===== config.mk =====
export PLATFORM = sky130hd
export DESIGN_NAME = dsp_datapath_top
export DESIGN_NICKNAME = d
export VERILOG_FILES = /design/src/source/dsp_pkg.sv /design/src/source/code_delay_line.sv /design/src/source/ffe_slicer.sv /design/src/source/channel_error.sv /design/src/source/config_regs.sv /design/src/source/fill_counter.sv /design/src/source/startup_fsm.sv /design/src/source/dsp_datapath_top.sv
export SDC_FILE = /design/constraint.sdc
export NUM_CORES = 2
export LEC_CHECK = 0
export ABC_AREA = 1
export BUFFER_PORTS_ARGS = -buffer_cell sky130_fd_sc_hd__buf_2
export CAP_MARGIN = 20
export CORE_AREA = 2 2 274 276
export CTS_CLUSTER_SIZE = 10
export DETAILED_ROUTE_END_ITERATION = 8
export DIE_AREA = 0 0 276 278
export PLACE_DENSITY = 0.8
export SLEW_MARGIN = 40
export SYNTH_ARGS = -nofsm -noshare
export SYNTH_HDL_FRONTEND = slang
export SYNTH_SLANG_ARGS = --single-unit

===== constraint.sdc =====
create_clock -name clk -period 14.25 [get_ports clk]
set_clock_uncertainty 0.1 [all_clocks]
set_input_delay 0.7125 -clock clk [delete_from_list [all_inputs] [get_ports clk]]
set_output_delay 0.7125 -clock clk [all_outputs]
set_load 0.05 [all_outputs]

===== src/source/dsp_pkg.sv =====
package dsp_pkg;

    // ADC sample codes
    localparam int CODE_W = 8;

    // Feed-forward equalizer
    localparam int FFE_LEN     = 3;
    localparam int WEIGHT_W    = 6;
    localparam int FFE_SHIFT_W = 3;
    localparam int EST_W       = 10;

    // Slicer
    localparam int THRESH_W = 10;

    // Channel estimate
    localparam int CHAN_LEN     = 2;
    localparam int CHAN_W       = 8;
    localparam int CHAN_SHIFT_W = 2;

    localparam int ERR_W = 10;

    // Cycles from start or config write until outputs carry only new data
    localparam int PIPE_FILL = 3;

    // Host write port, wide enough for the widest field
    localparam int CFG_TAP_W  = 2;
    localparam int CFG_DATA_W = 10;

    typedef enum logic [1:0] {
        IDLE,
        FILL,
        RUN
    } ctrl_state_t;

    typedef enum logic [2:0] {
        CFG_WEIGHT     = 3'd0,
        CFG_DISABLE    = 3'd1,
        CFG_FFE_SHIFT  = 3'd2,
        CFG_THRESH     = 3'd3,
        CFG_CHAN_TAP   = 3'd4,
        CFG_CHAN_SHIFT = 3'd5
    } cfg_addr_t;

endpackage


===== src/source/code_delay_line.sv =====
`timescale 1ns/1ps

module code_delay_line #(
    parameter int NUM_LANES = 4,
    parameter int WIDTH     = 8,
    parameter int DEPTH     = 1
) (
    input  logic                             clk,
    input  logic                             reset_i,
    input  logic [NUM_LANES-1:0][WIDTH-1:0]  data_i,
    output logic [NUM_LANES-1:0][WIDTH-1:0]  data_o
);

    // One full lane word per stage
    logic [NUM_LANES-1:0][WIDTH-1:0] stage_q [DEPTH];

    always_ff @(posedge clk) begin
        if (reset_i) begin
            for (int i = 0; i < DEPTH; i++) begin
                stage_q[i] <= '0;
            end
        end else begin
            stage_q[0] <= data_i;
            for (int i = 1; i < DEPTH; i++) begin
                stage_q[i] <= stage_q[i-1];
            end
        end
    end

    assign data_o = stage_q[DEPTH-1];

    initial begin
        assert (DEPTH >= 1)
            else $fatal(1, "code_delay_line needs DEPTH of at least 1, got %0d", DEPTH);
    end

endmodule


===== src/source/ffe_slicer.sv =====
`timescale 1ns/1ps

module ffe_slicer #(
    parameter int NUM_LANES = 4
) (
    input  logic                                                        clk,
    input  logic                                                        reset_i,
    input  logic [NUM_LANES-1:0][dsp_pkg::CODE_W-1:0]                   codes_i,
    input  logic [NUM_LANES-1:0][dsp_pkg::FFE_LEN-1:0][dsp_pkg::WEIGHT_W-1:0] weights_i,
    input  logic [NUM_LANES-1:0][dsp_pkg::FFE_LEN-1:0]                  disable_i,
    input  logic [NUM_LANES-1:0][dsp_pkg::FFE_SHIFT_W-1:0]              ffe_shift_i,
    input  logic [NUM_LANES-1:0][dsp_pkg::THRESH_W-1:0]                 thresh_i,
    output logic [NUM_LANES-1:0]                                        bits_o
);
    import dsp_pkg::*;

    localparam int PROD_W = CODE_W + WEIGHT_W;
    localparam int SUM_W  = PROD_W + $clog2(FFE_LEN);

    logic [NUM_LANES-1:0][CODE_W-1:0]   prev_codes_q;
    // Lane 0 is the oldest sample of a word
    logic [2*NUM_LANES-1:0][CODE_W-1:0] history;
    logic [NUM_LANES-1:0]               decision;

    assign history = {codes_i, prev_codes_q};

    always_comb begin
        logic signed [PROD_W-1:0] prod;
        logic signed [SUM_W-1:0]  acc;
        logic signed [SUM_W-1:0]  shifted;
        logic signed [EST_W-1:0]  est;
        for (int l = 0; l < NUM_LANES; l++) begin
            acc = '0;
            // Tap k reaches k samples back, into the previous word if needed
            for (int k = 0; k < FFE_LEN; k++) begin
                prod = $signed(history[NUM_LANES+l-k]) * $signed(weights_i[l][k]);
                if (!disable_i[l][k]) begin
                    acc = acc + prod;
                end
            end
            shifted = acc >>> ffe_shift_i[l];
            est = shifted[EST_W-1:0];
            decision[l] = (est >= $signed(thresh_i[l]));
        end
    end

    always_ff @(posedge clk) begin
        if (reset_i) begin
            prev_codes_q <= '0;
            bits_o       <= '0;
        end else begin
            prev_codes_q <= codes_i;
            bits_o       <= decision;
        end
    end

    // Downstream channel filter relies on clean bits after reset
    a_bits_clear_after_reset: assert property (
        @(posedge clk) reset_i |=> (bits_o == '0)
    ) else $error("ffe_slicer: bits_o not cleared after reset");

endmodule


===== src/source/channel_error.sv =====
`timescale 1ns/1ps

module channel_error #(
    parameter int NUM_LANES = 4
) (
    input  logic                                                       clk,
    input  logic                                                       reset_i,
    input  logic [NUM_LANES-1:0]                                       bits_i,
    input  logic [NUM_LANES-1:0][dsp_pkg::CODE_W-1:0]                  codes_i,
    input  logic [NUM_LANES-1:0][dsp_pkg::CHAN_LEN-1:0][dsp_pkg::CHAN_W-1:0] chan_taps_i,
    input  logic [NUM_LANES-1:0][dsp_pkg::CHAN_SHIFT_W-1:0]            chan_shift_i,
    output logic [NUM_LANES-1:0][dsp_pkg::ERR_W-1:0]                   error_o
);
    import dsp_pkg::*;

    // Extra bit keeps the negated most negative tap in range
    localparam int SUM_W = CHAN_W + $clog2(CHAN_LEN) + 1;

    logic [NUM_LANES-1:0]              prev_bits_q;
    logic [2*NUM_LANES-1:0]            bit_hist;
    logic [NUM_LANES-1:0][ERR_W-1:0]   err_d;

    assign bit_hist = {bits_i, prev_bits_q};

    always_comb begin
        logic signed [CHAN_W-1:0] tap;
        logic signed [SUM_W-1:0]  acc;
        logic signed [SUM_W-1:0]  expected;
        logic signed [ERR_W-1:0]  diff;
        for (int l = 0; l < NUM_LANES; l++) begin
            acc = '0;
            for (int k = 0; k < CHAN_LEN; k++) begin
                tap = $signed(chan_taps_i[l][k]);
                // Bit 1 maps to +tap, bit 0 to -tap
                if (bit_hist[NUM_LANES+l-k]) begin
                    acc = acc + tap;
                end else begin
                    acc = acc - tap;
                end
            end
            expected = acc >>> chan_shift_i[l];
            diff = expected - $signed(codes_i[l]);
            err_d[l] = diff;
        end
    end

    always_ff @(posedge clk) begin
        if (reset_i) begin
            prev_bits_q <= '0;
            error_o     <= '0;
        end else begin
            prev_bits_q <= bits_i;
            error_o     <= err_d;
        end
    end

endmodule


===== src/source/config_regs.sv =====
`timescale 1ns/1ps

module config_regs #(
    parameter int NUM_LANES = 4
) (
    input  logic                                                        clk,
    input  logic                                                        reset_i,
    input  logic                                                        wr_i,
    input  dsp_pkg::cfg_addr_t                                          addr_i,
    input  logic [$clog2(NUM_LANES)-1:0]                                lane_i,
    input  logic [dsp_pkg::CFG_TAP_W-1:0]                               tap_i,
    input  logic [dsp_pkg::CFG_DATA_W-1:0]                              data_i,
    output logic [NUM_LANES-1:0][dsp_pkg::FFE_LEN-1:0][dsp_pkg::WEIGHT_W-1:0] weights_o,
    output logic [NUM_LANES-1:0][dsp_pkg::FFE_LEN-1:0]                  disable_o,
    output logic [NUM_LANES-1:0][dsp_pkg::FFE_SHIFT_W-1:0]              ffe_shift_o,
    output logic [NUM_LANES-1:0][dsp_pkg::THRESH_W-1:0]                 thresh_o,
    output logic [NUM_LANES-1:0][dsp_pkg::CHAN_LEN-1:0][dsp_pkg::CHAN_W-1:0] chan_taps_o,
    output logic [NUM_LANES-1:0][dsp_pkg::CHAN_SHIFT_W-1:0]             chan_shift_o
);
    import dsp_pkg::*;

    always_ff @(posedge clk) begin
        if (reset_i) begin
            weights_o    <= '0;
            disable_o    <= '0;
            ffe_shift_o  <= '0;
            thresh_o     <= '0;
            chan_taps_o  <= '0;
            chan_shift_o <= '0;
        end else if (wr_i) begin
            case (addr_i)
                CFG_WEIGHT:     weights_o[lane_i][tap_i]   <= data_i[WEIGHT_W-1:0];
                CFG_DISABLE:    disable_o[lane_i][tap_i]   <= data_i[0];
                CFG_FFE_SHIFT:  ffe_shift_o[lane_i]        <= data_i[FFE_SHIFT_W-1:0];
                CFG_THRESH:     thresh_o[lane_i]           <= data_i[THRESH_W-1:0];
                CFG_CHAN_TAP:   chan_taps_o[lane_i][tap_i] <= data_i[CHAN_W-1:0];
                CFG_CHAN_SHIFT: chan_shift_o[lane_i]       <= data_i[CHAN_SHIFT_W-1:0];
                default: ;
            endcase
        end
    end

    // Tap index limit depends on which table is addressed
    a_tap_in_range: assert property (
        @(posedge clk) disable iff (reset_i)
        wr_i |-> ((addr_i == CFG_CHAN_TAP) ? (tap_i < CHAN_LEN) : (tap_i < FFE_LEN))
    ) else $error("config_regs: tap index %0d out of range for %s", tap_i, addr_i.name());

endmodule


===== src/source/fill_counter.sv =====
`timescale 1ns/1ps

module fill_counter (
    input  logic clk,
    input  logic reset_i,
    input  logic load_i,
    output logic done_o
);
    import dsp_pkg::*;

    localparam int CNT_W = $clog2(PIPE_FILL + 1);

    logic [CNT_W-1:0] count_q;

    always_ff @(posedge clk) begin
        if (reset_i) begin
            count_q <= '0;
        end else if (load_i) begin
            count_q <= CNT_W'(PIPE_FILL - 1);
        end else if (count_q != '0) begin
            count_q <= count_q - 1'b1;
        end
    end

    // Holds at zero until the next load
    assign done_o = (count_q == '0);

endmodule


===== src/source/startup_fsm.sv =====
`timescale 1ns/1ps

module startup_fsm (
    input  logic clk,
    input  logic reset_i,
    input  logic start_i,
    input  logic cfg_wr_i,
    input  logic fill_done_i,
    output logic fill_load_o,
    output logic valid_o
);
    import dsp_pkg::*;

    ctrl_state_t state_q;
    ctrl_state_t state_d;

    always_comb begin
        state_d     = state_q;
        fill_load_o = 1'b0;
        case (state_q)
            IDLE: begin
                if (start_i) begin
                    state_d     = FILL;
                    fill_load_o = 1'b1;
                end
            end
            FILL: begin
                // A write while filling restarts the count
                if (cfg_wr_i) begin
                    fill_load_o = 1'b1;
                end else if (fill_done_i) begin
                    state_d = RUN;
                end
            end
            RUN: begin
                if (cfg_wr_i) begin
                    state_d     = FILL;
                    fill_load_o = 1'b1;
                end
            end
            default: state_d = IDLE;
        endcase
    end

    always_ff @(posedge clk) begin
        if (reset_i) begin
            state_q <= IDLE;
        end else begin
            state_q <= state_d;
        end
    end

    assign valid_o = (state_q == RUN);

    a_valid_from_fill: assert property (
        @(posedge clk) disable iff (reset_i)
        $rose(valid_o) |-> ($past(state_q) == FILL)
    ) else $error("startup_fsm: valid_o rose without passing through FILL");

endmodule


===== src/source/dsp_datapath_top.sv =====
`timescale 1ns/1ps

module dsp_datapath_top #(
    parameter int NUM_LANES = 4
) (
    input  logic                                       clk,
    input  logic                                       reset_i,
    input  logic [NUM_LANES-1:0][dsp_pkg::CODE_W-1:0]  adc_codes_i,
    input  logic                                       start_i,
    input  logic                                       cfg_wr_i,
    input  dsp_pkg::cfg_addr_t                         cfg_addr_i,
    input  logic [$clog2(NUM_LANES)-1:0]               cfg_lane_i,
    input  logic [dsp_pkg::CFG_TAP_W-1:0]              cfg_tap_i,
    input  logic [dsp_pkg::CFG_DATA_W-1:0]             cfg_data_i,
    output logic [NUM_LANES-1:0]                       bits_o,
    output logic [NUM_LANES-1:0][dsp_pkg::ERR_W-1:0]   error_o,
    output logic                                       valid_o
);
    import dsp_pkg::*;

    logic [NUM_LANES-1:0][FFE_LEN-1:0][WEIGHT_W-1:0] weights;
    logic [NUM_LANES-1:0][FFE_LEN-1:0]               ffe_disable;
    logic [NUM_LANES-1:0][FFE_SHIFT_W-1:0]           ffe_shift;
    logic [NUM_LANES-1:0][THRESH_W-1:0]              thresh;
    logic [NUM_LANES-1:0][CHAN_LEN-1:0][CHAN_W-1:0]  chan_taps;
    logic [NUM_LANES-1:0][CHAN_SHIFT_W-1:0]          chan_shift;

    logic [NUM_LANES-1:0]             sliced_bits;
    logic [NUM_LANES-1:0][CODE_W-1:0] codes_dly;
    logic                             fill_load;
    logic                             fill_done;

    config_regs #(.NUM_LANES(NUM_LANES)) u_config_regs (
        .clk          (clk),
        .reset_i      (reset_i),
        .wr_i         (cfg_wr_i),
        .addr_i       (cfg_addr_i),
        .lane_i       (cfg_lane_i),
        .tap_i        (cfg_tap_i),
        .data_i       (cfg_data_i),
        .weights_o    (weights),
        .disable_o    (ffe_disable),
        .ffe_shift_o  (ffe_shift),
        .thresh_o     (thresh),
        .chan_taps_o  (chan_taps),
        .chan_shift_o (chan_shift)
    );

    startup_fsm u_startup_fsm (
        .clk         (clk),
        .reset_i     (reset_i),
        .start_i     (start_i),
        .cfg_wr_i    (cfg_wr_i),
        .fill_done_i (fill_done),
        .fill_load_o (fill_load),
        .valid_o     (valid_o)
    );

    fill_counter u_fill_counter (
        .clk     (clk),
        .reset_i (reset_i),
        .load_i  (fill_load),
        .done_o  (fill_done)
    );

    // Word n in, bits for word n out at n+1
    ffe_slicer #(.NUM_LANES(NUM_LANES)) u_ffe_slicer (
        .clk         (clk),
        .reset_i     (reset_i),
        .codes_i     (adc_codes_i),
        .weights_i   (weights),
        .disable_i   (ffe_disable),
        .ffe_shift_i (ffe_shift),
        .thresh_i    (thresh),
        .bits_o      (sliced_bits)
    );

    // ADC word aligned with the sliced bits
    code_delay_line #(.NUM_LANES(NUM_LANES), .WIDTH(CODE_W), .DEPTH(1)) u_code_dly (
        .clk     (clk),
        .reset_i (reset_i),
        .data_i  (adc_codes_i),
        .data_o  (codes_dly)
    );

    channel_error #(.NUM_LANES(NUM_LANES)) u_channel_error (
        .clk          (clk),
        .reset_i      (reset_i),
        .bits_i       (sliced_bits),
        .codes_i      (codes_dly),
        .chan_taps_i  (chan_taps),
        .chan_shift_i (chan_shift),
        .error_o      (error_o)
    );

    // Bits held one more cycle to line up with error_o
    code_delay_line #(.NUM_LANES(NUM_LANES), .WIDTH(1), .DEPTH(1)) u_bits_dly (
        .clk     (clk),
        .reset_i (reset_i),
        .data_i  (sliced_bits),
        .data_o  (bits_o)
    );

endmodule


## Yosys cells after proc, flatten, opt, wreduce, memory -nomap -nowiden

Memory sizes are Yosys's and may differ from the RTL's.
Index checks and enable logic that the tools add are counted.

- $lt $le $gt $ge: 9
- $mul: 12
- Multiplexer cells: 61
- Reductions and logical operators: 19
- Add/subtract/negate cells: 25
- Equality and inequality tests: 11
- Shifts and indexed selects: 8

Operator list:

| kind | count |
|---|---|
| $mux W16 | 13 |
| $mul A8 B6 Y14 | 12 |
| $add A16 B14 Y16 | 8 |
| $mux W10 | 9 |
| $sub A10 B8 Y10 | 8 |
| $bwmux W72 | 1 |
| $bwmux W64 | 1 |
| $sshr A16 B3 Y10 | 4 |
| $add A10 B8 Y10 | 4 |
| $bwmux W40 | 1 |
| $ge A10 B10 Y1 | 4 |
| $sshr A10 B2 Y10 | 4 |
| $demux W18 S2 | 1 |
| $sub A1 B8 Y9 const A | 4 |
| $demux W16 S2 | 1 |
| $mux W32 | 1 |
| $reduce_or A32 Y1 | 1 |
| $bwmux W12 | 2 |
| $demux W10 S2 | 1 |
| $mux W18 | 1 |
| $mux W2 | 7 |
| $demux W3 S2 | 2 |
| $demux W6 S2 | 1 |
| $reduce_and A2 Y1 | 6 |
| other kinds (28) | 48 |

- Memories: 2
- RAM bits: 36
- Output and inout port bits: 45
- Register bits: 276
- Input bits: 53
- Word-level logic and storage cells: 194

Memory list:

| memory | depth | bits a word | read ports | clocked after Yosys merged registers in | wr ports | line | text |
|---|---|---|---|---|---|---|---|
| u_code_dly.stage_q | 1 | 32 | 1 | 0 | 1 | code_delay_line.sv:15 | `logic [NUM_LANES-1:0][WIDTH-1:0] stage_q [DEPTH];` |
| u_bits_dly.stage_q | 1 | 4 | 1 | 0 | 1 | code_delay_line.sv:15 |  |

## Longest topological paths before layout

- Word-level depth: 8
- Depth in mapped cells: 64
- Mapped depth without buffers: 62

## Cells and area by module

Synthesis repeated with hierarchy kept, for this count alone.

- Cell total of the unflattened synthesis: 7475
- Area, all modules: 49862.8 sq um

By module, submodules not included:

| module | times used | cells an instance | area an instance (sq um) | seq. area each (sq um) |
|---|---|---|---|---|
| ffe_slicer | 1 | 4940 | 33234.4 | 400.4 |
| config_regs | 1 | 1265 | 8588.2 | 4164.0 |
| channel_error | 1 | 1114 | 6720.2 | 820.8 |
| code_delay_line (u_code_dly) | 1 | 99 | 914.6 | 640.6 |
| startup_fsm | 1 | 33 | 216.5 | 40.0 |
| code_delay_line (u_bits_dly) | 1 | 12 | 110.1 | 80.1 |
| fill_counter | 1 | 12 | 78.8 | 40.0 |

## Least setup slack after synthesis

OpenSTA, ideal clock, no wires.

- Path kind: input to register
- Start: input adc_codes_i[5] (netlist bit)
- End: register u_ffe_slicer.bits_o[0]
- Stages on the path: 51
- Data required time: 14022 ps
- Slack: 3932 ps
- Buffers on the path: 2
- Arrival: 10091 ps
- Setup time: 128 ps
- Cell sequence: clkbuf_1 clkbuf_1 nand2_1 inv_1 fa_1 inv_1 fa_1 inv_1 fa_1 fa_1 inv_1 fa_1 or2_2 fa_1 fa_1 inv_1 fa_1 ha_1 [15 not listed] nand2_1 nand2_1 o21ai_0 nor2_1 nand3_1 nand2_1 nand2_1 nand3_1 nand2_1 ha_1 nand2_1 nor2_1 o211ai_1 o2111ai_1 nand2_1 o21ai_0 nor2_1 nor2_1

- Longest elaborated chain between the ends: 8

Ends and longest elaborated chain:

| element | line | text |
|---|---|---|
| start, declared | dsp_datapath_top.sv:8 | `input logic [NUM_LANES-1:0][dsp_pkg::CODE_W-1:0] adc_codes_i,` |
| $mul A8 B6 Y14 (*) | ffe_slicer.sv:36 | `prod = $signed(history[NUM_LANES+l-k]) * $signed(weights_i[l][k]);` |
| $mux W16 (*) | ffe_slicer.sv:37 | `if (!disable_i[l][k]) begin` |
| $add A16 B14 Y16 | ffe_slicer.sv:38 | `acc = acc + prod;` |
| $mux W16 (*) | ffe_slicer.sv:37 |  |
| $add A16 B14 Y16 | ffe_slicer.sv:38 |  |
| $mux W16 (*) | ffe_slicer.sv:37 |  |
| $sshr A16 B3 Y10 (*) | ffe_slicer.sv:41 | `shifted = acc >>> ffe_shift_i[l];` |
| $ge A10 B10 Y1 (*) | ffe_slicer.sv:43 | `decision[l] = (est >= $signed(thresh_i[l]));` |
| end signal, assigned | ffe_slicer.sv:53 | `bits_o <= decision;` |
| end, declared | ffe_slicer.sv:13 | `output logic [NUM_LANES-1:0] bits_o` |

Mark *: on every way between the ends. The rest lies on a longest branch, timed or not.
A chain may end at the register's enable or synchronous reset.

## Final worst setup path

- Start: input adc_codes_i[8] (netlist bit)
- End: register u_ffe_slicer.bits_o[1]

The elaborated chain is that of the path after synthesis.

==> metrics.log <==
INFO  metric cts_tree = done
INFO  metric remaining_antenna_violation_count_after_routing = 0
INFO  metric first_global_vias = about 43000
INFO  metric finalSetupTns = 0 ns
INFO  metric cts_hold_buf = 0
INFO  metric nets = approximately 8000
INFO  metric synth_warnings = 0
INFO  metric timing.critical_path.mode_cell = nand2_1
INFO  metric yosysTopAreaCellShare = between 20 and 25%
INFO  metric avgRoutedWirePerCell = 16.6 µm
INFO  metric tritoncts.num_buffers = 38
INFO  metric synth_top_cells_by_count = 1580 x nand2_1, 1536 x inv_1, 566 x nor2_1, 536 x fa_1, 512 x ha_1
INFO  metric rsz0062_at_grt = no
INFO  metric drt-pass1-iter-count = 9
INFO  metric htree_num_levels = 2
INFO  metric hold_viol = 0
INFO  metric number_of_sinks_handled_by_clock_tree_synthesis = 292
INFO  metric worst_ep_required_time = 14.64 ns
INFO  metric max-vdd-ir-drop = 0.0860 mV
INFO  metric clk_latency = 0.57 ns
INFO  metric setup.worst_path.start_class = primary input
INFO  metric outcome = finished, violations left
INFO  metric dpl-instance-area = approximately 0.048 mm²
INFO  metric vias = around 43000
INFO  metric layout-drive-gt1-share = 3.93%
INFO  metric route.detailed.vias_per_inst = about 5.5
INFO  metric layout.core_utilization = between 60% and 70%
INFO  metric syn-num-nets = 8060
INFO  metric wire_length_of_the_first_global_routing_pass = 214 mm
INFO  metric timing_worst_setup_path_type = primary input to register
INFO  metric portBuffers = 97
INFO  metric clock_tree.root_cell = clkbuf_16
INFO  metric starting_density_of_the_core = 64.3%
INFO  metric grt_max_degree = 117
INFO  metric reg_clk_slew_reported_paths = 0.05 ns
INFO  metric grt.total_usage = roughly a third
INFO  metric worst_ep_arrival_time = about 11 ns
INFO  metric slew_of_the_pin_with_the_lowest_slew_margin = 0.831 ns
INFO  metric crit_slowest_cell = fa_1
INFO  metric die_w = 276 µm
INFO  metric p_leak = 27.7 nW
INFO  metric globalRoute.totalOverflow = 0
INFO  metric layout_worst_path_cycle_share = 74.8%
INFO  metric syn_area_per_cell = roughly 6.8 µm²
INFO  metric maxSlewHeadroom = 44.5%
INFO  metric pin_count = 98
INFO  metric cellPowerDensity = 46.6 mW/mm²
INFO  metric detailedRoute.firstIterationViolations = 3546
INFO  metric std_cell_rows = 100
INFO  metric final_design_area_no_fill = ~0.050 mm²
INFO  metric fin_total_pwr = 2.31 mW
INFO  metric routabilityCongestion = 0.950
INFO  metric holdCritPathClass = register to register
INFO  metric cts.repair.resized = 0
INFO  metric worst_setup_path_end_kind = register
INFO  metric fmax = 93.8 MHz
INFO  metric synth.cell_area = 0.0475 mm²
INFO  metric post_synth_main_area_contributors = fa_1 23%, ha_1 13%, nand2_1 12%, dfxtp_1 12%, inv_1 12%
INFO  metric synth-edff-count = 0
INFO  metric synth.yosys.seq_area_share = 12.3%
INFO  metric finalWirelength = 131 mm
INFO  metric cts_buffer_depth = 3
INFO  metric yosysTopAreaCell = fa_1
INFO  metric setup-violations-final = 0
INFO  metric core_region_area = 0.0738 mm²
INFO  metric design.die.area = 0.0767 mm²
INFO  metric detailed_place_hpwl = around 110 mm
INFO  metric area_growth_syn_to_fin = 4.34%
INFO  metric period_minus_slack = 10.66 ns
INFO  metric synth_most_common_cell = nand2_1
INFO  metric timing.critical_path.fanout_max = 16
INFO  metric worst_path_largest_cell_delay = 0.53 ns
INFO  metric violations_in_the_final_reports = DRC
INFO  metric post-cts-setup-buffer-count = 0
INFO  metric drv.max_cap_violation_count = 0
INFO  metric slew_viol_final = 0
INFO  metric postSynthRegisterBits = 292
INFO  metric drcViolationCount = 18
INFO  metric syn_inst = 6959
INFO  metric yosysUniqueCellTypes = 58
INFO  metric fin_hold_ws = ~0.35 ns
INFO  metric asyncSetResetFlopFracSynth = 0%
INFO  metric synth_ff_type = dfxtp_1
INFO  metric fp.dieH = 278 µm
INFO  metric antenna_found_initial = 8
[final cells by class]
| type | count | area, µm² |
|---|---|---|
| clock inverters | 7 | 110 |
| multi-input cells | 4867 | 34800 |
| well taps | 969 | 1210 |
| clock buffers | 52 | 1080 |
| repair buffers | 108 | 584 |
| inverters | 1564 | 5880 |
| fillers | 6594 | 24300 |
| diodes | 6 | 15.0 |
| flip-flops and latches | 292 | 5850 |
[worst paths after layout]
| check | cells after the start | slack, ns | to | startpoint |
|---|---|---|---|---|
| worst max-delay path | 53 | 3.59 | u_ffe_slicer.bits_o[1] | adc_codes_i[8] |
| worst min-delay path | 1 | 0.35 | u_fill_counter.count_q[0] | u_fill_counter.count_q[0] |
| worst max register to register | 47 | 3.60 | u_ffe_slicer.bits_o[2] | u_config_regs.weights_o[36] |
| worst min register to register | 1 | 0.35 | u_fill_counter.count_q[0] | u_fill_counter.count_q[0] |
[power breakdown]
part	leakage, nW	internal, mW	total (mW)	switching [mW]
logic	24.7	0.132	0.473	0.340
registers	2.38	0.849	0.885	0.0356
clock network	0.582	0.565	0.953	0.388
total	27.7	1.55	2.31	0.764
[cells in the final DEF, fill, tap and decap left out, types with 12 or more instances in the layout]
cell type / Yosys / final
nand2_1: 1580 / 1580
inv_1: 1536 / 1535
nor2_1: 566 / 566
fa_1: 536 / 536
ha_1: 512 / 512
o21ai_0: 417 / 417
nand3_1: 411 / 411
a21oi_1: 343 / 343
dfxtp_1: 292 / 292
buf_2: 39 / 92
xor2_1: 81 / 81
xnor2_1: 43 / 43
nand4_1: 42 / 42
clkbuf_16: 0 / 39
nor3_1: 37 / 37
o21ai_1: 32 / 32
o21bai_1: 24 / 24
a31oi_1: 21 / 21
o211ai_1: 20 / 20
inv_2: 19 / 19
nand3b_1: 19 / 19
nand3_2: 16 / 16
buf_4: 1 / 15
and2_1: 13 / 13
nand2_2: 12 / 12
a21o_1: 12 / 12
[through the flow]
step                      setup WS [ns]  std cells
after global routing               2.87       7860
final                              3.59       7865
after detailed placement           3.06       7800
after global placement             3.26       7800
after floorplan                    3.93       6959
after CTS                          3.64       7859
[cell families after synthesis]
family	after synthesis	synth area share, %
xor gates and xnor gates	124	2.29
AOI/OAI and AO/OA	940	10.8
DFF	292	12.3
muxes	4	0.0843
and+or+nand+nor	2751	24.1
adders and majority gates	1048	36.1
buffers and inverters	1800	14.4
[worst max-delay path, delay by kind of cell]
family,cells,cell delay (ns)
xor+xnor,1,0.17
compound gates,7,1.07
buf+inv,11,1.10
simple gates,20,2.14
fa+ha+maj,14,5.78
[state kept, by name, summed over array words and instances, names as in the netlist]
name / flops
u_config_regs.chan_shift_o: 8
u_config_regs.chan_taps_o: 64
u_startup_fsm.state_q: 2
u_ffe_slicer.bits_o: 4
u_channel_error.error_o: 40
u_fill_counter.count_q: 2
u_config_regs.thresh_o: 40
u_channel_error.prev_bits_q: 4
u_config_regs.ffe_shift_o: 12
u_ffe_slicer.history: 15
u_config_regs.disable_o: 12
u_code_dly.stage_q: 17
u_config_regs.weights_o: 72
[routing by layer]
metal  global-route usage [%]  up-vias  wire length, µm
li1                         -    21165                -
met1                     42.9    20300            53100
met2                     58.5     1532            60900
met3                     4.42      365             8660
met4                     18.4        6             7880
met5                        0        -               86
Power figures use the tool's default switching activity.
